<file path="src/design/cpu_defs.svh">
`ifndef CPU_DEFS_SVH
`define CPU_DEFS_SVH

// fetch starts here and no exception is taken at this pc
`define PC_RESET_ADDR   32'hbfc0_0000

// cp0 register numbers
`define CP0_STATUS      5'd12
`define CP0_CAUSE       5'd13
`define CP0_EPC         5'd14

// only the software interrupt bits of cause are writable
`define CP0_CAUSE_MASK  32'h0000_0300

`define RAM_WORDS       1024

// cause.ExcCode values
`define EXC_INT         5'h00
`define EXC_ADEL        5'h04
`define EXC_ADES        5'h05
`define EXC_SYS         5'h08
`define EXC_RI          5'h0a
`define EXC_OV          5'h0c
`define EXC_ERET        5'h0e

`endif

</file>
<file path="src/design/excp_pkg.sv">
`default_nettype none

package excp_pkg;

    // flags raised by the execute stage
    typedef struct packed {
        logic syscall;
        logic inv_inst;
        logic overflow;
        logic eret;
    } excp_flags_t;

    typedef enum logic [2:0] {
        EXCP_NONE,
        EXCP_INT,
        EXCP_SYS,
        EXCP_RI,
        EXCP_OV,
        EXCP_ADEL,
        EXCP_ADES,
        EXCP_ERET
    } excp_e;

    typedef struct packed {
        logic        we;
        logic [4:0]  addr;
        logic [31:0] data;
    } cp0_wr_t;

    typedef struct packed {
        logic [31:0] status;
        logic [31:0] cause;
        logic [31:0] epc;
    } cp0_state_t;

endpackage

`default_nettype wire

</file>
<file path="src/design/cpu_types_pkg.sv">
`default_nettype none

package cpu_types_pkg;

    typedef logic [31:0] word_t;
    typedef logic [4:0]  reg_addr_t;
    typedef logic [3:0]  byte_mask_t;

    typedef enum logic [3:0] {
        OP_NOP,
        OP_LB,
        OP_LBU,
        OP_LH,
        OP_LHU,
        OP_LW,
        OP_SB,
        OP_SH,
        OP_SW
    } mem_op_e;

    // addr is a word address
    typedef struct packed {
        logic        valid;
        logic        write;
        logic [29:0] addr;
        word_t       wdata;
        byte_mask_t  mask;
    } mem_req_t;

    typedef struct packed {
        logic               valid;
        logic               wreg_we;
        reg_addr_t          wreg_addr;
        word_t              wreg_data;
        logic               hilo_we;
        word_t              hi;
        word_t              lo;
        excp_pkg::cp0_wr_t  cp0_wr;
        excp_pkg::excp_e    excp;
    } wb_t;

endpackage

`default_nettype wire

</file>
<file path="src/design/mem_arbiter.sv">
`default_nettype none
`timescale 1ns/10ps

module mem_arbiter (
    input  logic                     clk,
    input  logic                     rst_n_i,
    input  cpu_types_pkg::mem_req_t  data_req_i,
    input  cpu_types_pkg::mem_req_t  fetch_req_i,
    output logic                     fetch_grant_o,
    output cpu_types_pkg::mem_req_t  ram_req_o,
    input  cpu_types_pkg::word_t     ram_rdata_i,
    output cpu_types_pkg::word_t     data_rdata_o,
    output cpu_types_pkg::word_t     fetch_rdata_o
);
    import cpu_types_pkg::*;

    // high when the read in flight belongs to fetch
    logic owner_q;

    // data always wins
    assign fetch_grant_o = fetch_req_i.valid & ~data_req_i.valid;
    assign ram_req_o     = data_req_i.valid ? data_req_i : fetch_req_i;

    always_ff @(posedge clk or negedge rst_n_i) begin
        if (!rst_n_i) begin
            owner_q <= 1'b0;
        end else begin
            owner_q <= fetch_grant_o;
        end
    end

    assign data_rdata_o  = owner_q ? '0 : ram_rdata_i;
    assign fetch_rdata_o = owner_q ? ram_rdata_i : '0;

endmodule

`default_nettype wire

</file>
<file path="config.mk">
export PLATFORM = sky130hd
export DESIGN_NAME = mem_arbiter
export DESIGN_NICKNAME = d
export VERILOG_FILES = /design/src/design/cpu_defs.svh /design/src/design/excp_pkg.sv /design/src/design/cpu_types_pkg.sv /design/src/design/mem_arbiter.sv
export SDC_FILE = /design/constraint.sdc
export NUM_CORES = 1
export LEC_CHECK = 0
export ABC_CLOCK_PERIOD_IN_PS = 1900
export BUFFER_PORTS_ARGS = -buffer_cell sky130_fd_sc_hd__buf_2
export CAP_MARGIN = 5
export CORE_AREA = 8 8 113 115
export CTS_BUF_LIST = sky130_fd_sc_hd__clkbuf_8 sky130_fd_sc_hd__clkbuf_16
export DETAILED_ROUTE_END_ITERATION = 7
export DIE_AREA = 0 0 121 123
export GPL_TIMING_DRIVEN = 0
export PLACE_DENSITY = 0.5
export SETUP_SLACK_MARGIN = 0.1
export SLEW_MARGIN = 15
export SYNTH_ARGS = -nofsm -noshare
export SYNTH_HDL_FRONTEND = slang
export SYNTH_SLANG_ARGS = --single-unit
</file>
<file path="constraint.sdc">
create_clock -name clk -period 1.9 [get_ports clk]
set_input_delay 0.38 -clock clk [delete_from_list [all_inputs] [get_ports clk]]
set_output_delay 0.38 -clock clk [all_outputs]
set_load 0.005 [all_outputs]
</file>
==> out/qor.yml <==
final_layout:
  final_nets: 622
  largest_registers: "owner_q (1)"
  fin_area_um2: 3000
  layout-area-overhead-vs-synth_pct: 129
  largest_register_ffs: 1
  final_common_cell: "buf_2"
  top_register: "owner_q"
  drive_gt1_share_pct: 83.8
  layout_common_cells: "307 x buf_2, 59 x mux2_2, 33 x nor2b_1"
pwr:
  power.total_mw: 0.679
  p_int_mw: 0.413
  pwr-share-comb_pct: 96.6
  power_frac_clock_pct: 0
  ir_worst_vdd_v: 0.0000936
  leakagePower_nw: 1.77
  p_per_area_nw_per_um2: 227
  switching_share_pct: 39.2
  switchingPower_mw: 0.266
  power_frac_seq_pct: 3.4
die:
  core.rowCount: 39
  coreArea_um2: 11100
  dieHeight_um: 123
  pin_count: 303
  fp.dieW_um: 121
  dieArea_um2: 14900
  start_util_pct: 11.8
yosys:
  yosysSeqAreaShare_pct: 1.91
  synth-seq-cells: 1
  syn_nets: 319
  synth_area_leader_cell: "mux2_2"
  yosysWarnings: 0
  netlist_instances: 149
  syn_area_um2: 1310
  synth_top_area_share_pct: 50.8
  synth_area_leaders: "mux2_2 51%, nor2b_1 16%, and2_1 15%"
  avgSynthCellArea_um2: 8.78
  synth_cell_types: 9
routing:
  drtPass1Iterations: 4
  drt_iter0_drc: 25
  vias: 2313
  remaining_drc_errors: 0
  drt-total-wl_um: 10100
  ant_nets: 0
  avgRoutedWirePerCell_um: 17.0
  vias_per_cell: 3.89
setup_path:
  end_kind: "output pin"
  slowest_stage: "mux2_4"
  required_ns: 1.52
  crit_chain: "buf_6 -> buf_6 -> buf_6 -> mux2_4 -> buf_2"
  critPathKind: "primary input to output pin"
  crit_family: "buffers and inverters"
  slowest_delay_ns: 0.32
  cp_num_buf_inv: 4
  cp.arrival_ns: 1.29
  crit_fanout: 10
  crit_path_start_kind: "primary input"
  critPathMostFrequentCell: "buf_6"
sta:
  fin_crit_sh_pct: 88.1
  setup_violations: 0
  clock.fmax_mhz: 597
  slew_viol_final: 0
  period_needed_ns: 1.67
  relSlewSlack_pct: 73.6
  hold_violations: 0
  tightest_slew_ns: 0.396
  fin_ws_ns: 0.225
  rsz0062_at_grt: "no"
  holdWs_ns: 0.155
  final.setup.tns_ns: 0
clocking:
  clk_pin_slew_ns: 0
  ctsHoldBuffers: 0
  cts_setup_buffers: 0
  postCtsResizedCells: 0
placed_design:
  gp_congestion: 0.857
  dp_worst_setup_slack_ns: 0.199
  portBuffers: 301
  dpl-instance-area_um2: 2990
  dp_hpwl_um: 9510
flow_run:
  maxCapViolations: 0
global_routing:
  grt_max_degree: 11
  grt_pass1_wl_um: 14400
  antenna_found_initial: 1
  grt_pass1_vias: 2643
  grt_overflow: 0
  globalRouteTotalUtil_pct: 12.0
worst_hold_path:
  holdCritPathClass: "primary input to async pin"
run_status:
  status: "complete, no violations"
-- metrics by stage --
step	cells	utilization, %
final	594	27.1
after global routing	594	27.1
after CTS	593	27.0
after detailed placement	593	27.0
after global placement	593	27.0
after floorplan	149	-
-- cell families (layout without fill, tap and decap cells) --
| logic type | Yosys count | count (layout) | synth area share [%] |
|---|---|---|---|
| flip-flops | 1 | 1 | 1.91 |
| AND/OR/NAND/NOR | 66 | 66 | 31.5 |
| other | 0 | 1 | 0 |
| buffers and inverters | 15 | 316 | 6.60 |
| multiplexers | 67 | 67 | 59.9 |
-- layout make-up --
class,instances,area [µm²]
antenna,1,2.50
buffer,15,86.3
fill,1206,8080
multi-input combinational,133,1200
sequential,1,25.0
tap,143,179
timing repair buffer,301,1510
-- power groups by stage --
stage / Sequential (mW) / Combinational (mW) / Clock, mW
after detailed placement: 0.0231 / 0.670 / 0
after floorplan: 0.0229 / 0.262 / 0
final: 0.0230 / 0.656 / 0.0000000703
after CTS: 0.0230 / 0.675 / 0
after global routing: 0.0230 / 0.725 / 0.0000000703
after global placement: 0.0229 / 0.667 / 0
-- Yosys cell counts --
cell	number
mux2_2	59
nor2b_1	33
and2_1	32
mux2_4	8
buf_2	6
clkbuf_1	6
buf_6	3
dfrtp_1	1
or2_1	1
-- per-layer routing --
layer / wire length (µm) / vias to the layer above / part of all wire, % / track usage (%)
met5: 0 / - / 0 / 0
met4: 100 / 0 / 0.99 / 0.859
met3: 1340 / 6 / 13 / 4.61
met2: 5090 / 188 / 50 / 23.6
met1: 3600 / 1011 / 36 / 12.3
li1: - / 1108 / - / -
-- worst paths after layout --
check	from	endpoint	slack [ns]	cells past startpoint
max in group asynchronous	rst_n_i	owner_q$_DFF_PN0_	1.66	1
setup / recovery	data_req_i[67]	ram_req_o[61]	0.23	5
min in group clk	fetch_req_i[67]	owner_q$_DFF_PN0_	0.67	2
hold / removal	rst_n_i	owner_q$_DFF_PN0_	0.15	1
(Power assumes the default switching activity.)
