===== config.mk =====
export PLATFORM = sky130hd
export DESIGN_NAME = cp0_regs
export DESIGN_NICKNAME = d
export VERILOG_FILES = /design/src/design/excp_pkg.sv /design/src/design/cp0_regs.sv
export VERILOG_INCLUDE_DIRS = /design/src /design/src/design
export SDC_FILE = /design/constraint.sdc
export NUM_CORES = 1
export LEC_CHECK = 0
export BUFFER_PORTS_ARGS = -buffer_cell sky130_fd_sc_hd__buf_2
export CORE_MARGIN = 3
export CORE_UTILIZATION = 40
export DETAILED_ROUTE_END_ITERATION = 12
export HOLD_SLACK_MARGIN = 0.05
export MAX_ROUTING_LAYER = met4
export PLACE_DENSITY = 0.7
export SLEW_MARGIN = 20
export SYNTH_ARGS = -nofsm -noshare
export SYNTH_HDL_FRONTEND = slang
export SYNTH_SLANG_ARGS = --single-unit

===== constraint.sdc =====
create_clock -name clk -period 1.7 [get_ports clk]
set_clock_uncertainty 0.15 [all_clocks]
set_input_delay 0.34 -clock clk [delete_from_list [all_inputs] [get_ports clk]]
set_output_delay 0.34 -clock clk [all_outputs]
set_load 0.1 [all_outputs]

===== src/design/cpu_defs.svh =====
`ifndef CPU_DEFS_SVH
`define CPU_DEFS_SVH

// fetch starts here and no exception is taken at this pc
`define PC_RESET_ADDR   32'hbfc0_0000

// cp0 register numbers
`define CP0_STATUS      5'd12
`define CP0_CAUSE       5'd13
`define CP0_EPC         5'd14

// only the software interrupt bits of cause are writable
`define CP0_CAUSE_MASK  32'h0000_0300

`define RAM_WORDS       1024

// cause.ExcCode values
`define EXC_INT         5'h00
`define EXC_ADEL        5'h04
`define EXC_ADES        5'h05
`define EXC_SYS         5'h08
`define EXC_RI          5'h0a
`define EXC_OV          5'h0c
`define EXC_ERET        5'h0e

`endif


===== src/design/excp_pkg.sv =====
`default_nettype none

package excp_pkg;

    // flags raised by the execute stage
    typedef struct packed {
        logic syscall;
        logic inv_inst;
        logic overflow;
        logic eret;
    } excp_flags_t;

    typedef enum logic [2:0] {
        EXCP_NONE,
        EXCP_INT,
        EXCP_SYS,
        EXCP_RI,
        EXCP_OV,
        EXCP_ADEL,
        EXCP_ADES,
        EXCP_ERET
    } excp_e;

    typedef struct packed {
        logic        we;
        logic [4:0]  addr;
        logic [31:0] data;
    } cp0_wr_t;

    typedef struct packed {
        logic [31:0] status;
        logic [31:0] cause;
        logic [31:0] epc;
    } cp0_state_t;

endpackage

`default_nettype wire


===== src/design/cp0_regs.sv =====
`default_nettype none
`timescale 1ns/10ps
`include "cpu_defs.svh"

module cp0_regs (
    input  logic                  clk,
    input  logic                  rst_n_i,
    input  excp_pkg::cp0_wr_t     cp0_wr_i,
    input  excp_pkg::excp_e       excp_i,
    input  logic [31:0]           excp_pc_i,
    input  logic [5:0]            int_i,
    output excp_pkg::cp0_state_t  state_o
);
    import excp_pkg::*;

    logic [31:0] status_q;
    logic [31:0] cause_q;
    logic [31:0] epc_q;

    function automatic logic [4:0] exc_code(excp_e e);
        case (e)
            EXCP_SYS:  return `EXC_SYS;
            EXCP_RI:   return `EXC_RI;
            EXCP_OV:   return `EXC_OV;
            EXCP_ADEL: return `EXC_ADEL;
            EXCP_ADES: return `EXC_ADES;
            EXCP_ERET: return `EXC_ERET;
            default:   return `EXC_INT;
        endcase
    endfunction

    always_ff @(posedge clk or negedge rst_n_i) begin
        if (!rst_n_i) begin
            status_q <= '0;
            cause_q  <= '0;
            epc_q    <= '0;
        end else begin
            if (cp0_wr_i.we) begin
                case (cp0_wr_i.addr)
                    `CP0_STATUS: status_q <= cp0_wr_i.data;
                    `CP0_CAUSE:  cause_q  <= (cause_q & ~`CP0_CAUSE_MASK) |
                                             (cp0_wr_i.data & `CP0_CAUSE_MASK);
                    `CP0_EPC:    epc_q    <= cp0_wr_i.data;
                    default: ;
                endcase
            end
            // hardware lines land in IP7..IP2
            cause_q[15:10] <= int_i;
            if (excp_i == EXCP_ERET) begin
                status_q[1] <= 1'b0;
            end else if (excp_i != EXCP_NONE) begin
                status_q[1]  <= 1'b1;
                epc_q        <= excp_pc_i;
                cause_q[6:2] <= exc_code(excp_i);
            end
        end
    end

    assign state_o = '{status: status_q, cause: cause_q, epc: epc_q};

endmodule

`default_nettype wire


==> results.json <==
{
  "status": "finished, final reports clean",
  "worstSkewPairLatency_ns": 0.34,
  "path_buf_inv": 1,
  "postLayoutCellArea_mm2": 0.00462,
  "diodes": 0,
  "synth-async-reset-ratio_pct": 100,
  "cts_buffers": 9,
  "fin_crit_ns": 1.65,
  "drive_above_1_share_pct": 48.2,
  "ys.flop_type": "dfrtp_1",
  "synthToLayoutAreaGrowth_pct": 33.1,
  "hold_path.class": "in2reg",
  "ys_seq_area_share_pct": 54.8,
  "track_usage_pct": 21.3,
  "required_ns": 1.21,
  "synth_simple_gate_area_share_pct": 12.5,
  "crit_arrival_ns": 1.16,
  "grt_pass1_vias": 3238,
  "overflow": 0,
  "drc": 0,
  "drt-vias-per-instance": 5.35,
  "setup_viol_count_final": 0,
  "syn-cell-area_mm2": 0.00347,
  "grt_max_degree": 77,
  "portBuffers": 156,
  "die_w_um": 99.1,
  "worstPathCellList": "buf_2",
  "num_vias": 3157,
  "worstMarginPinSlew_ns": 0.513,
  "drv_cap": 0,
  "ios": 177,
  "cpLargestDelayFamily": "buffers and inverters",
  "clk_pin_slew_ns": 0.10,
  "fp-row-count": 33,
  "synth_mux_area_share_pct": 10.7,
  "placed_cell_area_mm2": 0.00435,
  "place_congestion": 0.821,
  "whs_ns": 0.0861,
  "die_h_um": 99.1,
  "cts_tree": "built",
  "dp_slack_ns": -0.0225,
  "fin_crit_sh_pct": 96.9,
  "hold_viol_final": 0,
  "relSlewSlack_pct": 66.1,
  "critPathLaunchType": "flop",
  "core_mm2": 0.00830,
  "synth-compound-area-share_pct": 12.6,
  "avgSynthCellArea_um2": 11.0,
  "drt_iter0_markers": 167,
  "crit_fanout": 2,
  "post_cts_buffers": 0,
  "antenna_found_initial": 0,
  "critical_path_class": "reg2out",
  "first_pass_iters": 4,
  "grt_setup_unrepaired": "no",
  "ir_drop_uv": 806,
  "setup_ws_ns": 0.0523,
  "finish.net_count": 561,
  "initial_core_util_pct": 41.8,
  "yosys_register_bits": 76,
  "syn_inst": 315,
  "dpl.hpwl_um": 7240,
  "crit_slowest_cell": "buf_2",
  "endpoint_kind": "output port",
  "p_total_mw": 6.40,
  "p_leak_nw": 2.23,
  "h-tree-depth": 3,
  "fmax_ghz": 0.607,
  "synth.distinct_cells": 31,
  "final_max_slew_viol_count": 0,
  "p_per_area_mw_per_mm2": 1380,
  "synth_edf_count": 0,
  "cts_sinks": 76,
  "root_buffer": "clkbuf_8",
  "dieArea_mm2": 0.00983,
  "slowest_delay_ns": 0.43,
  "routed_wirelength_um": 10100,
  "synth-adder-area-share_pct": 0,
  "synth-xor-area-share_pct": 0,
  "ctsLongestPathBuffers": 2,
  "grt_pass1_wl_um": 16100,
  "yosysWarnings": 0,
  "setup_tns_ns": 0,
  "wl_per_cell_um": 17.1,
  "ant_nets": 0,
  "synth_top_family_by_area": "compound AO/OA/AOI/OAI gates"
}
-- cells by family after synthesis --
family                 after synthesis
other                                1
multiplexers                        33
AO/OA/AOI/OAI                       72
buffers and inverters               51
AND/OR/NAND/NOR                     82
flip-flops                          76
-- layer usage --
layer  track usage, %  share of wire, %
met5                -                 0
met4             9.45               2.6
met3             4.35               7.2
met2             33.1                49
met1             27.0                42
-- cell usage after synthesis (2+ instances only) --
library cell | count | area share, %
buf_6 | 6 | 1.9
a31oi_1 | 29 | 5.2
nand3_1 | 32 | 4.6
buf_4 | 20 | 4.3
buf_2 | 8 | 1.2
nand2_1 | 4 | 0.43
o21ai_0 | 34 | 4.9
nand2b_1 | 2 | 0.36
nor2_1 | 3 | 0.32
nor3_1 | 32 | 4.6
clkbuf_1 | 16 | 1.7
a31oi_2 | 3 | 1.1
dfrtp_1 | 76 | 55
mux2_2 | 33 | 11
-- repair_timing --
action,CTS,global route
gates resized for setup,0,3
hold buffers,7,0
setup endpoints to repair,0,3
hold endpoints to repair,82,0
-- placed cells by master, fill, tap and decap left out, types with 2 or more instances in the layout --
cell,Yosys,final
nand3_1,32,32
o21ai_0,34,34
inv_8,0,3
a31oi_1,29,29
mux2_2,33,33
nor2_1,3,3
clkbuf_4,0,3
buf_2,8,152
buf_12,0,3
clkbuf_8,0,9
nor3_1,32,32
a31oi_2,3,3
clkinv_4,0,3
dfrtp_1,76,76
nand2b_1,2,2
nand2_1,4,4
buf_4,20,20
dlygate4sd3_1,0,7
conb_1,1,20
-- power breakdown --
part	switching, mW	internal [mW]	leakage [nW]
registers	0.124	2.05	0.916
logic	2.41	0.463	1.22
clock network	0.776	0.574	0.0997
total	3.31	3.09	2.23
-- cell type report --
type,instances,area [µm²]
inverter,1,3.75
clock inverter,7,68.8
sequential,76,1900
fill,766,3680
multi-input combinational,207,1330
tap,105,131
clock buffer,9,124
timing repair buffer,185,1060
-- registers in the layout, summed over array words and instances, names as in the netlist --
| name | flops |
|---|---|
| cause_q | 12 |
| epc_q | 32 |
| status_q | 32 |
-- stage by stage --
stage	cells	util, %
floorplan	334	-
global placement	567	52.4
detailed placement	567	52.4
CTS	590	55.6
global route	590	55.7
finish	590	55.7
-- final timing paths --
| check | slack (ns) | start | end | cells past startpoint |
|---|---|---|---|---|
| max in group asynchronous | 0.65 | rst_n_i | cause_q[9]$_DFFE_PN0P_ | 3 |
| min | 0.09 | cp0_wr_i[2] | status_q[2]$_DFFE_PN0P_ | 2 |
| max | 0.05 | status_q[10]$_DFFE_PN0P_ | state_o[74] | 1 |
| min reg2reg | 0.36 | status_q[29]$_DFFE_PN0P_ | status_q[29]$_DFFE_PN0P_ | 1 |
| max reg2reg | 0.64 | cause_q[3]$_DFFE_PN0P_ | cause_q[3]$_DFFE_PN0P_ | 2 |
| min in group asynchronous | 0.36 | rst_n_i | cause_q[10]$_DFF_PN0_ | 3 |
No activity file was read; power rests on OpenSTA's default activity.
