===== config.mk =====
export PLATFORM = sky130hd
export DESIGN_NAME = mem_stage
export DESIGN_NICKNAME = d
export VERILOG_FILES = /design/src/design/excp_pkg.sv /design/src/design/cpu_types_pkg.sv /design/src/design/mem_stage.sv
export VERILOG_INCLUDE_DIRS = /design/src /design/src/design
export SDC_FILE = /design/constraint.sdc
export NUM_CORES = 1
export LEC_CHECK = 0
export ABC_AREA = 1
export BUFFER_PORTS_ARGS = -buffer_cell sky130_fd_sc_hd__clkbuf_2
export CAP_MARGIN = 5
export CORE_AREA = 5 5 237 239
export CTS_CLUSTER_SIZE = 14
export DETAILED_ROUTE_END_ITERATION = 10
export DIE_AREA = 0 0 242 244
export MAX_ROUTING_LAYER = met4
export PLACE_DENSITY = 0.41
export SKIP_LAST_GASP = 1
export SYNTH_ARGS = -nofsm -noshare
export SYNTH_HDL_FRONTEND = slang
export SYNTH_SLANG_ARGS = --single-unit

===== constraint.sdc =====
create_clock -name clk -period 3.05 [get_ports clk]
set_input_delay 0.61 -clock clk [delete_from_list [all_inputs] [get_ports clk]]
set_output_delay 0.61 -clock clk [all_outputs]
set_load 0.01 [all_outputs]

===== src/design/cpu_defs.svh =====
`ifndef CPU_DEFS_SVH
`define CPU_DEFS_SVH

// fetch starts here and no exception is taken at this pc
`define PC_RESET_ADDR   32'hbfc0_0000

// cp0 register numbers
`define CP0_STATUS      5'd12
`define CP0_CAUSE       5'd13
`define CP0_EPC         5'd14

// only the software interrupt bits of cause are writable
`define CP0_CAUSE_MASK  32'h0000_0300

`define RAM_WORDS       1024

// cause.ExcCode values
`define EXC_INT         5'h00
`define EXC_ADEL        5'h04
`define EXC_ADES        5'h05
`define EXC_SYS         5'h08
`define EXC_RI          5'h0a
`define EXC_OV          5'h0c
`define EXC_ERET        5'h0e

`endif


===== src/design/excp_pkg.sv =====
`default_nettype none

package excp_pkg;

    // flags raised by the execute stage
    typedef struct packed {
        logic syscall;
        logic inv_inst;
        logic overflow;
        logic eret;
    } excp_flags_t;

    typedef enum logic [2:0] {
        EXCP_NONE,
        EXCP_INT,
        EXCP_SYS,
        EXCP_RI,
        EXCP_OV,
        EXCP_ADEL,
        EXCP_ADES,
        EXCP_ERET
    } excp_e;

    typedef struct packed {
        logic        we;
        logic [4:0]  addr;
        logic [31:0] data;
    } cp0_wr_t;

    typedef struct packed {
        logic [31:0] status;
        logic [31:0] cause;
        logic [31:0] epc;
    } cp0_state_t;

endpackage

`default_nettype wire


===== src/design/cpu_types_pkg.sv =====
`default_nettype none

package cpu_types_pkg;

    typedef logic [31:0] word_t;
    typedef logic [4:0]  reg_addr_t;
    typedef logic [3:0]  byte_mask_t;

    typedef enum logic [3:0] {
        OP_NOP,
        OP_LB,
        OP_LBU,
        OP_LH,
        OP_LHU,
        OP_LW,
        OP_SB,
        OP_SH,
        OP_SW
    } mem_op_e;

    // addr is a word address
    typedef struct packed {
        logic        valid;
        logic        write;
        logic [29:0] addr;
        word_t       wdata;
        byte_mask_t  mask;
    } mem_req_t;

    typedef struct packed {
        logic               valid;
        logic               wreg_we;
        reg_addr_t          wreg_addr;
        word_t              wreg_data;
        logic               hilo_we;
        word_t              hi;
        word_t              lo;
        excp_pkg::cp0_wr_t  cp0_wr;
        excp_pkg::excp_e    excp;
    } wb_t;

endpackage

`default_nettype wire


===== src/design/mem_stage.sv =====
`default_nettype none
`timescale 1ns/10ps
`include "cpu_defs.svh"

module mem_stage (
    input  logic                      clk,
    input  logic                      rst_n_i,
    input  logic                      op_valid_i,
    input  cpu_types_pkg::mem_op_e    op_i,
    input  cpu_types_pkg::word_t      addr_i,
    input  cpu_types_pkg::word_t      store_data_i,
    input  logic                      wreg_we_i,
    input  cpu_types_pkg::reg_addr_t  wreg_addr_i,
    input  cpu_types_pkg::word_t      wreg_data_i,
    input  logic                      hilo_we_i,
    input  cpu_types_pkg::word_t      hi_i,
    input  cpu_types_pkg::word_t      lo_i,
    input  excp_pkg::cp0_wr_t         cp0_wr_i,
    input  cpu_types_pkg::word_t      pc_i,
    input  excp_pkg::excp_flags_t     excp_flags_i,
    input  excp_pkg::cp0_state_t      cp0_state_i,
    output cpu_types_pkg::mem_req_t   data_req_o,
    input  cpu_types_pkg::word_t      data_rdata_i,
    output cpu_types_pkg::wb_t        wb_o,
    output excp_pkg::excp_e           excp_o,
    output cpu_types_pkg::word_t      excp_pc_o
);
    import cpu_types_pkg::*;
    import excp_pkg::*;

    word_t       status_eff;
    word_t       cause_eff;
    logic        int_pend;
    logic        addr_err;
    logic        is_load;
    logic        is_store;
    logic        no_excp;
    excp_e       excp;
    wb_t         wb_q;
    mem_op_e     ld_op_q;
    logic [1:0]  ld_off_q;
    word_t       pc_q;
    logic [7:0]  rd_byte;
    logic [15:0] rd_half;

    // cp0 as it will be once the pending wb write lands
    always_comb begin
        status_eff = cp0_state_i.status;
        cause_eff  = cp0_state_i.cause;
        if (wb_q.cp0_wr.we) begin
            case (wb_q.cp0_wr.addr)
                `CP0_STATUS: status_eff = wb_q.cp0_wr.data;
                `CP0_CAUSE:  cause_eff  = (cause_eff & ~`CP0_CAUSE_MASK) |
                                          (wb_q.cp0_wr.data & `CP0_CAUSE_MASK);
                default: ;
            endcase
        end
    end

    // IP & IM, EXL clear, IE set
    assign int_pend = (|(cause_eff[15:8] & status_eff[15:8])) & ~status_eff[1] & status_eff[0];

    assign is_load  = op_i inside {OP_LB, OP_LBU, OP_LH, OP_LHU, OP_LW};
    assign is_store = op_i inside {OP_SB, OP_SH, OP_SW};

    always_comb begin
        case (op_i)
            OP_LH, OP_LHU, OP_SH: addr_err = addr_i[0];
            OP_LW, OP_SW:         addr_err = |addr_i[1:0];
            default:              addr_err = 1'b0;
        endcase
    end

    always_comb begin
        excp = EXCP_NONE;
        if (op_valid_i && pc_i != `PC_RESET_ADDR) begin
            if (int_pend) begin
                excp = EXCP_INT;
            end else if (excp_flags_i.syscall) begin
                excp = EXCP_SYS;
            end else if (excp_flags_i.inv_inst) begin
                excp = EXCP_RI;
            end else if (excp_flags_i.overflow) begin
                excp = EXCP_OV;
            end else if (addr_err) begin
                excp = is_store ? EXCP_ADES : EXCP_ADEL;
            end else if (excp_flags_i.eret) begin
                excp = EXCP_ERET;
            end
        end
    end

    assign no_excp = (excp == EXCP_NONE);

    // byte lanes for stores
    always_comb begin
        data_req_o       = '0;
        data_req_o.valid = op_valid_i & (is_load | is_store) & no_excp;
        data_req_o.write = is_store;
        data_req_o.addr  = addr_i[31:2];
        data_req_o.mask  = 4'b1111;
        case (op_i)
            OP_SB: begin
                data_req_o.wdata = {4{store_data_i[7:0]}};
                data_req_o.mask  = 4'b0001 << addr_i[1:0];
            end
            OP_SH: begin
                data_req_o.wdata = {2{store_data_i[15:0]}};
                data_req_o.mask  = addr_i[1] ? 4'b1100 : 4'b0011;
            end
            OP_SW: data_req_o.wdata = store_data_i;
            default: ;
        endcase
    end

    always_ff @(posedge clk or negedge rst_n_i) begin
        if (!rst_n_i) begin
            wb_q    <= '0;
            ld_op_q <= OP_NOP;
        end else begin
            wb_q.valid        <= op_valid_i;
            wb_q.wreg_we      <= op_valid_i & wreg_we_i & no_excp;
            wb_q.wreg_addr    <= wreg_addr_i;
            wb_q.wreg_data    <= wreg_data_i;
            wb_q.hilo_we      <= op_valid_i & hilo_we_i & no_excp;
            wb_q.hi           <= hi_i;
            wb_q.lo           <= lo_i;
            wb_q.cp0_wr.we    <= op_valid_i & cp0_wr_i.we;
            wb_q.cp0_wr.addr  <= cp0_wr_i.addr;
            wb_q.cp0_wr.data  <= cp0_wr_i.data;
            wb_q.excp         <= excp;
            ld_op_q           <= (op_valid_i && is_load && no_excp) ? op_i : OP_NOP;
        end
    end

    always_ff @(posedge clk) begin
        ld_off_q <= addr_i[1:0];
        pc_q     <= pc_i;
    end

    // load data returns in the wb cycle
    assign rd_byte = data_rdata_i[8*ld_off_q +: 8];
    assign rd_half = ld_off_q[1] ? data_rdata_i[31:16] : data_rdata_i[15:0];

    always_comb begin
        wb_o = wb_q;
        case (ld_op_q)
            OP_LB:  wb_o.wreg_data = {{24{rd_byte[7]}}, rd_byte};
            OP_LBU: wb_o.wreg_data = {24'b0, rd_byte};
            OP_LH:  wb_o.wreg_data = {{16{rd_half[15]}}, rd_half};
            OP_LHU: wb_o.wreg_data = {16'b0, rd_half};
            OP_LW:  wb_o.wreg_data = data_rdata_i;
            default: ;
        endcase
    end

    assign excp_o    = wb_q.excp;
    assign excp_pc_o = pc_q;

endmodule

`default_nettype wire


==> results of run 1 <==
## cells by family after synthesis
family / Yosys count / share of synthesized area
AO/OA/AOI/OAI: 83 / 0.0633
buffers and inverters: 239 / 0.191
flip-flops: 183 / 0.571
other: 1 / 0.000485
AND/OR/NAND/NOR: 284 / 0.174
## layer usage
layer  GRT usage  up-vias
met5           -        -
met4      0.0366        0
met3      0.0403       43
met2       0.169      322
met1       0.117     3135
li1            -     3117
## worst reg2reg max path, stage by stage, from the launching register on
cell	delay [ns]
dfrtp_1	0.42
nand2_4	0.10
nor2_4	0.24
nand3_2	0.09
nand3_1	0.10
nand2_1	0.06
nor2_1	0.12
nand2_2	0.09
nand2_4	0.09
nand2_1	0.07
nand2_2	0.10
buf_4	0.12
nand4_2	0.14
nor2_1	0.33
## per-stage QoR
| stage | setup slack [ns] | area, µm² | setup TNS, ns | instances | util |
|---|---|---|---|---|---|
| after detailed placement | 0.325 | 10000 | 0 | 1827 | 0.187 |
| after global routing | -0.0387 | 10700 | -0.0387 | 1870 | 0.199 |
| after CTS | -0.0538 | 10600 | -0.0538 | 1861 | 0.198 |
| after floorplan | 0.750 | 7730 | 0 | 790 | - |
| after global placement | 0.341 | 10000 | 0 | 1827 | 0.187 |
| final | 0.185 | 10700 | 0 | 1870 | 0.199 |
## cell usage after synthesis (all sizes together)
cell type	instances
clkbuf	10
and2	2
dfxtp	34
nor2	59
o31ai	2
nand4	23
inv	73
clkinv	2
conb	1
a21oi	14
nand3	48
o22a	1
o21ai	42
nand2	146
nor4	1
a31oi	21
o2111ai	2
o221ai	1
buf	154
nor3	1
or2	1
dfrtp	149
nand3b	3
## power by group
part / internal [mW] / leakage (nW) / switching [mW] / total [mW]
Clock: 1.15 / 0.278 / 1.06 / 2.21
Sequential: 2.54 / 2.04 / 0.0505 / 2.59
Combinational: 0.312 / 3.28 / 0.428 / 0.740
Total: 4.00 / 5.60 / 1.54 / 5.54
## flip-flops by register name (all words and copies together), names as in the netlist
name       count
wb_q          32
excp_pc_o     32
ld_op_q        4
ld_off_q       2
excp_o         3
wb_o         110
## worst max-delay path by stage
stage,endpoint,slack (ns),depth (start not counted)
after floorplan,wb_o[114],0.75,8
after global placement,data_req_o[67],0.34,16
after detailed placement,data_req_o[67],0.33,16
after CTS,data_req_o[67],-0.05,13
after global routing,data_req_o[67],-0.04,14
final,data_req_o[67],0.19,13
## layout make-up
cell class                 instances  area share
antenna                            3    0.000702
clock buffer                      18      0.0402
clock inverter                    14      0.0137
inverter                          75      0.0276
multi-input combinational        368       0.175
sequential                       183       0.413
tap                              696      0.0815
timing repair buffer             512       0.248
timing repair inverter             1    0.000702
## what timing repair did
item	in CTS	in global routing
setup endpoints to repair	8	8
gates resized for setup	3	11
hold endpoints to repair	0	0
hold buffers	0	0
pin swaps	2	4
cloned	0	1
setup buffers	2	5
==> results.toml, run 1 <==
[pwr]
fin_total_pwr_mw = 5.54
power.density_nw_per_um2 = 518
p_leak_nw = 5.60
peakVddDrop_mv = 0.405

[route]
wl_met2_mm = 14.8
highest_layer = "met4"
drt_iter0_drc = 266
drc_errors = 0
viasPerCell = 3.54
dr.pass1.iters = 4
wl_per_cell_um = 16.1
vias = 6617
wl_met1_mm = 12.3
drt_wl_total_mm = 30.1
wl_met3_mm = 2.43
antenna_left = 0

[synth]
yosys_warnings = 0
syn_nets = 1166
yosys.cell_types.count = 39
yosys.area.top_type_share = 0.483
postSynthCellCount = 790
avgSynthCellArea_um2 = 9.78
ys_ff_latch = 183
synth_top_cell_by_area = "dfrtp_1"
seq_area_frac_synth = 0.571
syn_area_um2 = 7730
synth.area.top_cells = "dfrtp_1 48%, buf_4 14%, dfxtp_1 8.8%"

[floorplanning]
fp-row-count = 85
start_util = 0.144
boundaryPins = 624
die_h_um = 244
die_w_um = 242
coreArea_um2 = 53600
design.die.area_um2 = 59000

[setup_path]
critical_path.max_stage_delay_ns = 0.42
worstPathArrival_ns = 2.25
cp-end-kind = "output pin"
path_cells = "nand2_4 > nor2_4 > nand2_4 > nand2_1 > nand3_1 > nand2_1 > nor2_1 > nand2_2 > nand2_4 > nand2_2 > nand3_4 > nor2_2 > clkbuf_2"
reg2reg_setup_slack_ns = 0.85
critPathBufInv = 1
startpoint = "wb_o[38]"
cp_top_family = "simple AND/OR/NAND/NOR gates"
timing.rr.end = "ld_op_q[2]"
slowest_stage = "dfrtp_1"
start_kind = "flop"
crit_fanout = 10
path_class = "flop to output pin"
timing.rr.start = "wb_o[38]"
reg2regPathDepth = 13
cpMostUsedCell = "nand2_4"
cp.required_ns = 2.44

[global_routing]
antenna_found_initial = 8
grt_util_all_layers = 0.104
gr-total-overflow = 0
grt_max_degree = 56
grt_pass1_vias = 7161
grt_first_pass_wirelength_mm = 44.7

[sta]
setup_viol = 0
fin_crit_ns = 2.86
slew_headroom = 0.619
max_freq_ghz = 0.349
hold_viol = 0
tightest_slew_ns = 0.566
maxSlewViolCount = 0
hold_ws_ns = 0.117
fin_skew_ns = 0.0135
rsz0062_at_grt = "yes"
min_period_over_period = 0.939

[placement]
gp_congestion = 0.851
dp_hpwl_mm = 25.1
numPortBuffers = 485

[finish]
layout-drive-gt1-share = 0.506
multi_input_area_um2 = 1870
nFillCells = 6050
syn2layout_area_growth_pct = 38.3
layout_commonest_cell = "clkbuf_2"
layout_common_cells = "484 x clkbuf_2, 148 x dfrtp_1, 132 x nand2_1"
final_nets = 1534
seq_area_um2 = 4410

[clock_tree]
cts_buffers = 17
cts.path.max_buffers = 2
cts_sinks = 183
cts_tree = "yes"
clock_latency_ns = 0.47
htreeDepth = 4
cts.clk_slew.worst_paths_ns = 0.07
cts_root_buf = "clkbuf_16"

[hold_path]
hold_class = "input port to asynchronous set/reset pin"

[status]
outcome = "complete, no violations"

[run]
cap_violations = 0
(Power assumes the default switching activity.)
==> run 2: changes to the inputs <==
CORE_AREA = 2 2 241 243   (was 5 5 237 239)
DIE_AREA = 0 0 243 245   (was 0 0 242 244)
MAX_ROUTING_LAYER = unset   (was met4)
PLACE_DENSITY = 0.39   (was 0.41)
==> run 2 against run 1 <==
Effect of this change:
- flip-flop and latch count unchanged
- fmax decreased by 2.0%
- final area increased by 1.1%
- largest cell class unchanged
- non-clock buffer count decreased by 2
- global-route usage decreased by 0.37 points
- critical endpoint unchanged
- utilization decreased by 0.99 points
==> results.toml, run 2 (synthesized netlist as in run 1, its figures left out) <==
[sta]
fin_crit_ns = 2.92
finalSetupTns_ns = 0
hold_ws_ns = 0.109
max_freq_ghz = 0.342
slew_headroom = 0.635
setup_viol = 0
min_period_over_period = 0.958
layout_setup_ws_ns = 0.127
hold_viol = 0
tightest_slew_ns = 0.548
maxSlewViolCount = 0
fin_skew_ns = 0.0145
rsz0062_at_grt = "yes"

[route]
viasPerCell = 3.40
drt_wl_total_mm = 30.4
drc_errors = 0
antenna_left = 0
dr.pass1.iters = 4
wl_per_cell_um = 15.7
vias = 6576
drt_iter0_drc = 262

[floorplanning]
die_w_um = 243
boundaryPins = 624
fp-row-count = 88
start_util = 0.135
coreArea_um2 = 57000
die_h_um = 245
design.die.area_um2 = 59500

[setup_path]
cpMostUsedCell = "nand2_1"
worstPathArrival_ns = 2.31
crit_fanout = 7
start_kind = "flop"
cp.required_ns = 2.44
cp-end-kind = "output pin"
path_class = "flop to output pin"
slowest_stage = "dfrtp_1"
path_cells = "nand2_1 > nor2_4 > nand3_1 > nand3_1 > nand2_1 > nor2_1 > nand2_2 > nand2_4 > nand2_1 > nand2_2 > nand3_2 > nor2_2 > clkbuf_2"
critical_path.max_stage_delay_ns = 0.38
cp_top_family = "simple AND/OR/NAND/NOR gates"
critPathBufInv = 1

[pwr]
p_leak_nw = 5.62
p_int_mw = 4.19
share_seq_of_total_power = 0.452
comb_power_share = 0.128
p_switching_mw = 1.55
p_clk_frac = 0.420
switching_share = 0.270
fin_total_pwr_mw = 5.74
peakVddDrop_mv = 0.507
power.density_nw_per_um2 = 531

[finish]
design_area_um2 = 10800
largest_reg_flops = 110
layout_common_cells = "484 x clkbuf_2, 148 x dfrtp_1, 133 x nand2_1"
layout_commonest_cell = "clkbuf_2"
layout-drive-gt1-share = 0.509
diodes = 0
finalNonFillerCells = 1933
finish.utilization = 0.190
syn2layout_area_growth_pct = 39.9
final_nets = 1531

[global_routing]
grt_pass1_vias = 6714
grt_util_all_layers = 0.100
gr-total-overflow = 0
grt_max_degree = 75
grt_first_pass_wirelength_mm = 42.9
antenna_found_initial = 6

[clock_tree]
cts_buffers = 17
cts_tree = "yes"
cts.clk_slew.worst_paths_ns = 0.07
cts.path.max_buffers = 2
clock_latency_ns = 0.47
hold_buffers = 0
cts_root_buf = "clkbuf_16"
cts_sinks = 183
htreeDepth = 4

[placement]
pre_cts_ws_ns = 0.173
numPortBuffers = 485
gp_congestion = 0.833
dp_hpwl_mm = 25.1
dp_cells = 1891
placed_cell_area_um2 = 10100

[status]
outcome = "complete, no violations"

[run]
cap_violations = 0

[hold_path]
hold_class = "input port to asynchronous set/reset pin"
run 2: cell count changes in the layout (fill, tap and decap cells not counted), sizes merged:
cell / change
clkinv: -4
buf: -2
bufinv: +2
diode: -3
clkinvlp: -1
inv: +2
run 2: layout make-up:
type | count | area [µm²]
clock inverter | 14 | 188
multi-input combinational | 368 | 1870
sequential | 183 | 4410
fill | 6548 | 46200
inverter | 75 | 294
timing repair buffer | 510 | 2650
tap | 765 | 957
clock buffer | 18 | 439
run 2: final timing paths:
check	start	to	slack, ns	depth (start not counted)
min in group clk	cp0_wr_i[36]	wb_o[39]	0.24	1
worst max-delay path	wb_o[38]	data_req_o[67]	0.13	13
worst min-delay path	rst_n_i	wb_o[95]	0.11	1
worst max register to register	wb_o[38]	ld_op_q[0]	1.14	12
max in group asynchronous	rst_n_i	wb_o[41]	2.13	2
worst min register to register	wb_o[4]	excp_o[2]	0.72	4
run 2: what timing repair did:
item / in CTS / in global routing
cloned: 0 / 0
pin swaps: 2 / 3
resized for setup: 9 / 5
setup endpoints to repair: 33 / 13
setup buffers: 5 / 5
run 2: power by group through the flow:
stage | Clock [mW] | Combinational, mW | Sequential, mW
2_1_floorplan | 0 | 0.396 | 2.64
3_3_place_gp | 0 | 0.742 | 2.64
3_5_place_dp | 0 | 0.744 | 2.64
4_1_cts | 2.56 | 0.752 | 2.59
5_1_grt | 2.63 | 0.816 | 2.60
6_report | 2.41 | 0.737 | 2.59
run 2: metal layers:
| layer | track usage | wire (µm) |
|---|---|---|
| met4 | 0.0377 | 601 |
| met2 | 0.165 | 14700 |
| met5 | 0 | 39 |
| met3 | 0.0446 | 2870 |
| met1 | 0.114 | 12100 |
