<file path="src/design/cpu_defs.svh">
`ifndef CPU_DEFS_SVH
`define CPU_DEFS_SVH

// fetch starts here and no exception is taken at this pc
`define PC_RESET_ADDR   32'hbfc0_0000

// cp0 register numbers
`define CP0_STATUS      5'd12
`define CP0_CAUSE       5'd13
`define CP0_EPC         5'd14

// only the software interrupt bits of cause are writable
`define CP0_CAUSE_MASK  32'h0000_0300

`define RAM_WORDS       1024

// cause.ExcCode values
`define EXC_INT         5'h00
`define EXC_ADEL        5'h04
`define EXC_ADES        5'h05
`define EXC_SYS         5'h08
`define EXC_RI          5'h0a
`define EXC_OV          5'h0c
`define EXC_ERET        5'h0e

`endif

</file>
<file path="src/design/excp_pkg.sv">
`default_nettype none

package excp_pkg;

    // flags raised by the execute stage
    typedef struct packed {
        logic syscall;
        logic inv_inst;
        logic overflow;
        logic eret;
    } excp_flags_t;

    typedef enum logic [2:0] {
        EXCP_NONE,
        EXCP_INT,
        EXCP_SYS,
        EXCP_RI,
        EXCP_OV,
        EXCP_ADEL,
        EXCP_ADES,
        EXCP_ERET
    } excp_e;

    typedef struct packed {
        logic        we;
        logic [4:0]  addr;
        logic [31:0] data;
    } cp0_wr_t;

    typedef struct packed {
        logic [31:0] status;
        logic [31:0] cause;
        logic [31:0] epc;
    } cp0_state_t;

endpackage

`default_nettype wire

</file>
<file path="src/design/cpu_types_pkg.sv">
`default_nettype none

package cpu_types_pkg;

    typedef logic [31:0] word_t;
    typedef logic [4:0]  reg_addr_t;
    typedef logic [3:0]  byte_mask_t;

    typedef enum logic [3:0] {
        OP_NOP,
        OP_LB,
        OP_LBU,
        OP_LH,
        OP_LHU,
        OP_LW,
        OP_SB,
        OP_SH,
        OP_SW
    } mem_op_e;

    // addr is a word address
    typedef struct packed {
        logic        valid;
        logic        write;
        logic [29:0] addr;
        word_t       wdata;
        byte_mask_t  mask;
    } mem_req_t;

    typedef struct packed {
        logic               valid;
        logic               wreg_we;
        reg_addr_t          wreg_addr;
        word_t              wreg_data;
        logic               hilo_we;
        word_t              hi;
        word_t              lo;
        excp_pkg::cp0_wr_t  cp0_wr;
        excp_pkg::excp_e    excp;
    } wb_t;

endpackage

`default_nettype wire

</file>
<file path="src/design/fetch_port.sv">
`default_nettype none
`timescale 1ns/10ps
`include "cpu_defs.svh"

module fetch_port (
    input  logic                     clk,
    input  logic                     rst_n_i,
    output cpu_types_pkg::mem_req_t  fetch_req_o,
    input  logic                     fetch_grant_i,
    input  cpu_types_pkg::word_t     fetch_rdata_i,
    output cpu_types_pkg::word_t     instr_o,
    output cpu_types_pkg::word_t     instr_pc_o,
    output logic                     instr_valid_o
);
    import cpu_types_pkg::*;

    word_t pc_q;
    word_t instr_pc_q;
    logic  instr_valid_q;

    // read the word at pc every cycle
    assign fetch_req_o = '{valid: 1'b1, write: 1'b0, addr: pc_q[31:2],
                           wdata: '0, mask: 4'b1111};

    always_ff @(posedge clk or negedge rst_n_i) begin
        if (!rst_n_i) begin
            pc_q          <= `PC_RESET_ADDR;
            instr_valid_q <= 1'b0;
        end else begin
            instr_valid_q <= fetch_grant_i;
            if (fetch_grant_i) begin
                pc_q <= pc_q + 32'd4;
            end
        end
    end

    // pc travels with the pending read
    always_ff @(posedge clk) begin
        if (fetch_grant_i) begin
            instr_pc_q <= pc_q;
        end
    end

    assign instr_o       = fetch_rdata_i;
    assign instr_pc_o    = instr_pc_q;
    assign instr_valid_o = instr_valid_q;

endmodule

`default_nettype wire

</file>
<file path="config.mk">
export PLATFORM = sky130hd
export DESIGN_NAME = fetch_port
export DESIGN_NICKNAME = d
export VERILOG_FILES = /design/src/design/excp_pkg.sv /design/src/design/cpu_types_pkg.sv /design/src/design/fetch_port.sv
export VERILOG_INCLUDE_DIRS = /design/src /design/src/design
export SDC_FILE = /design/constraint.sdc
export NUM_CORES = 1
export LEC_CHECK = 0
export BUFFER_PORTS_ARGS = -buffer_cell sky130_fd_sc_hd__buf_2
export CAP_MARGIN = 20
export CORE_ASPECT_RATIO = 0.6
export CORE_MARGIN = 2
export CORE_UTILIZATION = 45
export CTS_BUF_LIST = sky130_fd_sc_hd__clkbuf_8
export DETAILED_ROUTE_END_ITERATION = 16
export HOLD_SLACK_MARGIN = 0.1
export PLACE_DENSITY = 0.83
export SLEW_MARGIN = 5
export SYNTH_ARGS = -nofsm -noshare
export SYNTH_HDL_FRONTEND = slang
export SYNTH_SLANG_ARGS = --single-unit
</file>
<file path="constraint.sdc">
create_clock -name clk -period 1.85 [get_ports clk]
set_input_delay 0.185 -clock clk [delete_from_list [all_inputs] [get_ports clk]]
set_output_delay 0.185 -clock clk [all_outputs]
set_load 0.01 [all_outputs]
</file>
==> results of run 1 <==
worst register-to-register path, stage by stage, from the launching register on:
cell and delay [ns]:
sky130_fd_sc_hd__dfrtp_1 0.46, sky130_fd_sc_hd__ha_1 0.22, sky130_fd_sc_hd__nand4_1 0.21, sky130_fd_sc_hd__nor3_4 0.27, sky130_fd_sc_hd__buf_12 0.15, sky130_fd_sc_hd__nand4_1 0.12
sky130_fd_sc_hd__xnor2_1 0.17
layer usage:
metal | share of wire (%) | up-vias
li1 | - | 728
met1 | 44 | 773
met2 | 44 | 67
met3 | 8.6 | 19
met4 | 2.8 | 0
met5 | 0 | -
cell usage in the layout (no fill, tap or decap), drive strengths merged, types with 2 or more instances in the layout:
| cell type | count |
|---|---|
| xor2 | 4 |
| and4 | 2 |
| and3 | 6 |
| inv | 9 |
| nor2 | 4 |
| buf | 69 |
| nor4 | 2 |
| nor3 | 2 |
| clkbuf | 10 |
| dfstp | 9 |
| edfxtp | 30 |
| nand4b | 2 |
| dfrtp | 22 |
| nand2 | 10 |
| nand3 | 5 |
| conb | 40 |
| nand4 | 14 |
| xnor2 | 25 |
logic make-up (layout without fill, tap and decap cells):
family	after synthesis	count (layout)	synth area share, %
other cells	2	40	0.263
fa+ha+maj	1	1	0.437
buf+inv	78	89	19.7
flops	61	61	59.0
simple gates	48	48	11.3
mux	1	1	0.394
xor+xnor	29	29	8.88
repair_timing:
action / CTS / global route
gates resized for setup: 0 / 0
endpoints found under the setup margin: 1 / 8
pin swaps: 1 / 0
hold endpoints to repair: 22 / 0
hold buffers: 1 / 0
cloned: 0 / 0
buffers inserted: 1 / 2
layout make-up:
class                   count  area (µm²)
multi-input cells         119         751
inverters                   3        11.3
repair buffers             70         383
fillers                   557        3040
clock buffers              10         138
clock inverters             6        22.5
well taps                  84         105
flip-flops and latches     61        1690
flip-flops by register name, indices dropped and copies added, names as in the netlist:
name           flops
instr_pc_o        30
instr_valid_o      1
pc_q              30
power breakdown:
group / leakage (nW) / switching [mW] / total [mW] / internal (mW)
Sequential: 0.693 / 0.155 / 1.73 / 1.58
Combinational: 0.686 / 0.243 / 0.415 / 0.172
Clock: 0.104 / 0.448 / 0.940 / 0.493
Total: 1.48 / 0.846 / 3.09 / 2.24
worst paths after layout:
| kind | cells past startpoint | startpoint | end |
|---|---|---|---|
| worst max register to register | 6 | pc_q[2] | pc_q[30] |
| worst min-delay path | 3 | fetch_grant_i | pc_q[5] |
| min in group asynchronous | 2 | rst_n_i | instr_valid_o |
| max in group asynchronous | 2 | rst_n_i | pc_q[9] |
| worst min register to register | 1 | pc_q[31] | pc_q[31] |
| worst max-delay path | 6 | pc_q[2] | pc_q[30] |
per-stage QoR:
| step | area (µm²) | instances | power, mW | setup WS [ns] | TNS (ns) |
|---|---|---|---|---|---|
| 6_report | 3100 | 353 | 3.09 | 0.128 | 0 |
| 5_1_grt | 3100 | 353 | 3.24 | -0.0185 | -0.0185 |
| 4_1_cts | 3080 | 351 | 3.13 | 0.0435 | 0 |
| 3_5_place_dp | 2890 | 333 | 2.17 | 0.0176 | 0 |
| 3_3_place_gp | 2890 | 333 | 2.14 | 0.128 | 0 |
| 2_1_floorplan | 3000 | 258 | 2.10 | 0.235 | 0 |
==> results, run 1 <==
- Among all stages on the critical path, the largest delay is contributed by sky130_fd_sc_hd__dfrtp_1.
- The part of the Yosys area used for sequential elements is 59.0%.
- Of all flip-flops after synthesis, the portion carrying an async set or reset was 50.8%.
- The tightest hold path in the finished design has a slack of 0.237 ns.
- After clock tree synthesis, the clock-pin slew on the worst setup and hold paths is 0.06 ns.
- The effective utilization at floorplan is 46.6%.
- TritonCTS built the clock tree.
- The area added between synthesis and finish is 8.31%.
- For this design the ratio of total power to cell area is 996 mW/mm².
- The tree is rooted in a sky130_fd_sc_hd__clkbuf_8.
- The top cell type by total area after synthesis is sky130_fd_sc_hd__edfxtp_1.
- The final layout contains routed wiring with a total length of 4770 µm.
- The worst hold path belongs to the class input port to register.
- By area the synthesized netlist is led by sky130_fd_sc_hd__edfxtp_1 31%, sky130_fd_sc_hd__dfrtp_1 19%, sky130_fd_sc_hd__buf_4 19%, sky130_fd_sc_hd__dfstp_2 8.3%, sky130_fd_sc_hd__xnor2_1 7.7%.
- The core outline area is 0.00614 mm².
- The global placer's final weighted congestion is 0.748.
- The run finished with clean final reports.
- The final core area utilization is 50.5%.
- The die covers 0.00703 mm².
- The synthesized instance count is 220.
- The leakage component of the power is 1.48 nW.
- CTS built an H-tree with a depth of 3.
- In the synthesized netlist the dominant register cell turns out to be sky130_fd_sc_hd__edfxtp_1.
- For the pin with the worst max-slew slack, the measured transition is 0.686 ns.
- The number of max-slew violations in the final report was 0.
- The overall track demand over capacity in global routing is 14.3%.
- The ratio of cells with drive above 1 in the final layout is 34.6%.
- The initial antenna violation count is 0.
- The cell area after technology mapping is 0.00286 mm².
- In this run, CTS created clock tree buffers numbering 9.
- The first global-routing pass estimated 7250 µm of wire.
- The residual overflow from global routing is 0.
- At the worst endpoint, the arrival time is 1.94 ns.
- The distinct cell type count of the synthesized netlist is 25.
- Entering global routing, the biggest net connects 32 pins.
- The average footprint of a synthesized cell is 13.0 µm².
- 0 antenna diodes ended up in the layout.
- The number of buffers and inverters on the critical path is 1.
- Walking the worst path, the cells encountered are ha_1 > nand4_1 > nor3_4 > buf_12 > nand4_1 > xnor2_1.
- The number of antenna-violating nets in the routed design is 0.
- The detailed router's first-iteration violation count is 50.
- The worst slew margin relative to its limit is 54.3%.
- The synthesized design contains 61 register bits.
- The number of ports placed on the die boundary is 168.
- Detailed routing inserted a total of 1587 vias.
- The number of hold violations in the final report came to 0.
- The per-cell via count in the routed design is 4.50.
- The leading cell type by number of instances after synthesis is sky130_fd_sc_hd__buf_4.
- In this run the most used layer during global routing was met2.
- The library cell appearing most often on the critical path is sky130_fd_sc_hd__nand4_1.
- The clock net in this run drives a total of 61 sinks.
- After synthesis, the most frequently instantiated cells are 72 x sky130_fd_sc_hd__buf_4, 30 x sky130_fd_sc_hd__edfxtp_1, 25 x sky130_fd_sc_hd__xnor2_1.
- Global routing used 20.0% of the available met2 tracks.
- The total iterations of the first detailed-routing run is 4.
- After detailed routing, the average wire length per cell comes to 13.5 µm.
- The floorplan has 22 rows.
- At the worst endpoint, the required time is 2.07 ns.
- The highest net fanout along the worst path is 10.
- The worst path uses 93.1% of the clock period.
- Setup violations remaining at the end of the flow were counted as 0.
- The minimum clock period is 1.72 ns.
- The gate family responsible for the most delay along the worst path is simple AND/OR/NAND/NOR gates.
- Across the run, the number of max-cap violations was 0.
- The worst setup path is of the register to register kind.
- The maximum single-stage delay on the critical path is 0.46 ns.
- The synthesized design contains 30 enable-type register cells.
- Across the VDD grid, the largest voltage drop is 0.419 mV.
- The floorplan die width is 107 µm.
- The type of element launching the critical path is a register.
- The number of global-route vias before repair is 1380.
- The clock passes through at most 2 buffers.
- For this run, the number of Yosys warnings is 0.
- The met3 demand-to-capacity share in global routing is 6.75%.
- The worst setup skew after layout is 0.00558 ns.
- The top cell type's share of synthesized area is 31.5%.
- The top achievable clock speed is 0.581 GHz.
- The vertical die dimension is 65.8 µm.
- The type of destination of the critical path is a register.
- For met1 alone, demand over resource in global routing was 18.0%.
- The worst-case register-to-register setup slack is 0.13 ns.
- In this run the tool buffered the top-level ports with 63 buffer cells.
- The HPWL reported at the end of detailed placement is 3330 µm.
- Clock latency on the worst-skew pair, taken at its later pin, is 0.33 ns.
- The number of nets in the layout is 300.
- The number of remaining DRC errors is 0.
Note: power is estimated with default switching activity, not from simulation.
==> run 2, diff against run 1 <==
--- a/config.mk
+++ b/config.mk
@@ -8,13 +8,16 @@
 export LEC_CHECK = 0
 export BUFFER_PORTS_ARGS = -buffer_cell sky130_fd_sc_hd__buf_2
 export CAP_MARGIN = 20
+export CELL_PAD_IN_SITES_DETAIL_PLACEMENT = 1
+export CELL_PAD_IN_SITES_GLOBAL_PLACEMENT = 2
 export CORE_ASPECT_RATIO = 0.6
 export CORE_MARGIN = 2
-export CORE_UTILIZATION = 45
+export CORE_UTILIZATION = 27
 export CTS_BUF_LIST = sky130_fd_sc_hd__clkbuf_8
 export DETAILED_ROUTE_END_ITERATION = 16
 export HOLD_SLACK_MARGIN = 0.1
-export PLACE_DENSITY = 0.83
+export PLACE_DENSITY = 0.84
+export RECOVER_POWER = 50
 export SLEW_MARGIN = 5
 export SYNTH_ARGS = -nofsm -noshare
 export SYNTH_HDL_FRONTEND = slang
==> run 2 against run 1 <==
Net effect: core utilization down 20 points; cell area increased by 3.3%; clock-buffer cell count is 1 lower; via count stayed put; clock power increased by 34%; combinational power grew 9.9%; first-iteration DRC count is 12% higher; final cell count increased by 15%.
==> results, run 2 (synthesized netlist as in run 1, its figures left out) <==
- STA classifies the critical path startpoint as a register.
- The commonest non-fill, non-tap cell in the layout is sky130_fd_sc_hd__buf_2.
- In the layout the commonest cells are 59 x sky130_fd_sc_hd__buf_2, 40 x sky130_fd_sc_hd__conb_1, 30 x sky130_fd_sc_hd__edfxtp_1.
- Once detailed placement completed, the half-perimeter wirelength came to 3870 µm.
- The vertical die dimension is 83.7 µm.
- The number of max-slew violations in the final report is 0.
- The maximum resistive drop on vdd is 0.314 mV.
- The initial utilization of the core area, before any placement, comes to 27.4%.
- The detailed router finished its first iteration with 56 violations.
- The clock net in this run drives a total of 61 sinks.
- In this run the worst setup path terminates at pc_q[19].
- The worst setup path is captured at a register.
- The end of the worst register-to-register path is pc_q[19].
- The path category of the worst min-delay check is input port to register.
- The H-tree was split into 3 levels.
- TritonCTS built the clock tree.
- The number of global-route vias before repair is 1523.
- The worst setup path category is register to register.
- Dividing the detail-routed wire length by the instance count gives 13.3 µm.
- The final non-filler cell area is 0.00320 mm².
- The global placer's final weighted congestion is 0.672.
- The number of ports placed on the die boundary is 168.
- On the final layout, the worst clock skew is 0.00976 ns.
- The residual overflow from global routing is 0.
- The flow ran to the end, and the final reports show no timing, DRC or antenna violations.
- During placement, the flow inserted port buffers numbering 63.
- The first element of the critical path is pc_q[2].
- Summing over every cut layer, the via total after detailed routing is 1587.
- After detailed routing, the number of vias per cell comes to 3.90.
- The number of hold violations in the final report is 0.
- The top achievable clock speed is 0.587 GHz.
- The area growth from synthesis to layout is 11.9%.
- In this run the horizontal extent of the chip is 137 µm.
- The overall track demand over capacity in global routing is 9.84%.
- The minimum clock period is 1.70 ns.
- The count of maximum capacitance violations is 0.
- The largest buffer count on any clock path is 2.
- The worst-case register-to-register setup slack is 0.15 ns.
- The global-route wire length before repair is 8520 µm.
- Wires add up to 5400 µm.
- The arrival time of the worst setup path is 1.92 ns.
- Entering global routing, the biggest net connects 33 pins.
- The initial antenna violation count was 0.
- After routing, the total negative slack on setup checks comes to 0 ns.
- The final hold slack is 0.273 ns.
- The floorplan step defined a die boundary enclosing 0.0115 mm².
- 0 antenna diodes ended up in the layout.
- The final critical path takes up 92.0% of the cycle.
- In this run the static leakage power is 1.47 nW.
- Setup repair after global routing left no endpoint under its margin.
- Headroom to the max-slew limit came out at 46.6%.
- In this run the power density over the cells is 1070 mW/mm².
- The first detailed-routing pass took 4 iterations.
- Setup violations remaining at the end of the flow were counted as 0.
- The highest net fanout along the worst path is 10.
- The worst path required time is 2.07 ns.
- The clock insertion delay at the later pin of the skew report is 0.34 ns.
- For this run, the post-layout net count is 299.
- The cell row count is 29.
- The launching point of the worst reg2reg path is pc_q[2].
- The final core area utilization is 30.6%.
- In the routed design, unresolved DRC markers number 0.
- Clock-pin slew was measured on the worst setup and hold paths at 0.07 ns.
- In this run the standard cell core region covers 0.0105 mm².
- The ratio of cells with drive above 1 in the final layout is 31.0%.
- The clock buffer count from CTS is 9.
- The cell depth of the worst flop-to-flop path is 6.
- The transition time at the pin with the least slew margin is 0.802 ns.
- The master cell of the clock root buffer is sky130_fd_sc_hd__clkbuf_8.
- Overall power consumption after layout is estimated at 3.42 mW.
- In this run the remaining antenna-violating nets after routing total 0.
- Summing all placed instances gives a cell area of 0.00297 mm².
- The post-CTS resize count is 0.
[run 2: changes by cell type in the layout (fill, tap and decap cells not counted), moves of 2 or more]
| cell | delta |
|---|---|
| sky130_fd_sc_hd__buf_2 | -4 |
| sky130_fd_sc_hd__clkbuf_1 | +5 |
| sky130_fd_sc_hd__dfstp_1 | +9 |
| sky130_fd_sc_hd__inv_1 | -6 |
| sky130_fd_sc_hd__clkbuf_2 | +2 |
| sky130_fd_sc_hd__buf_4 | -4 |
| sky130_fd_sc_hd__bufinv_16 | +2 |
| sky130_fd_sc_hd__clkinv_2 | +2 |
| sky130_fd_sc_hd__dfstp_2 | -9 |
[run 2: cell type report]
type | count | area (µm²)
clock inverter | 7 | 90.1
tap | 139 | 174
sequential | 61 | 1690
fill | 1182 | 7250
timing repair buffer | 69 | 362
multi-input combinational | 119 | 751
clock buffer | 9 | 124
inverter | 3 | 11.3
[run 2: routing by layer]
metal  wire length (µm)  share of wire, %  up-vias  GRT usage, %
met3                478               8.9       14          3.46
met1               2370                44      783          12.4
met4                146               2.7        0          5.81
met2               2400                45       69          14.5
met5                  0                 0        -             0
li1                   -                 -      721             -
[run 2: worst min path at each step]
stage	start	slack [ns]	cells after the start	to
after floorplan	rst_n_i	-0.11	0	instr_valid_o
after global placement	rst_n_i	0.27	1	pc_q[21]
after detailed placement	rst_n_i	0.28	1	pc_q[21]
after CTS	fetch_grant_i	0.19	1	instr_pc_o[6]
after global routing	fetch_grant_i	0.28	1	instr_pc_o[6]
final	fetch_grant_i	0.27	1	instr_pc_o[6]
[run 2: report_power, final]
group          leakage [nW]  switching (mW)  total (mW)  internal [mW]
registers             0.695           0.125        1.70           1.57
clock network         0.107           0.514        1.26          0.750
logic                 0.665           0.284       0.456          0.172
[run 2: per-stage QoR]
stage          setup WS, ns  instances
2_1_floorplan         0.235        258
3_3_place_gp          0.237        389
3_5_place_dp          0.145        389
4_1_cts               0.134        406
5_1_grt              0.0210        407
6_report              0.147        407
[run 2: repair_timing]
action	4_1_cts	5_1_grt
setup endpoints to repair	0	5
endpoints found under the hold margin	22	0
setup buffers	0	1
hold buffers	1	0
[run 2: worst max-delay path: stages (launching register included)]
cell,delay [ns]
sky130_fd_sc_hd__dfrtp_1,0.35
sky130_fd_sc_hd__clkbuf_1,0.27
sky130_fd_sc_hd__nand4_4,0.18
sky130_fd_sc_hd__nor4_4,0.27
sky130_fd_sc_hd__buf_4,0.22
sky130_fd_sc_hd__nand4_1,0.14
sky130_fd_sc_hd__xnor2_1,0.16
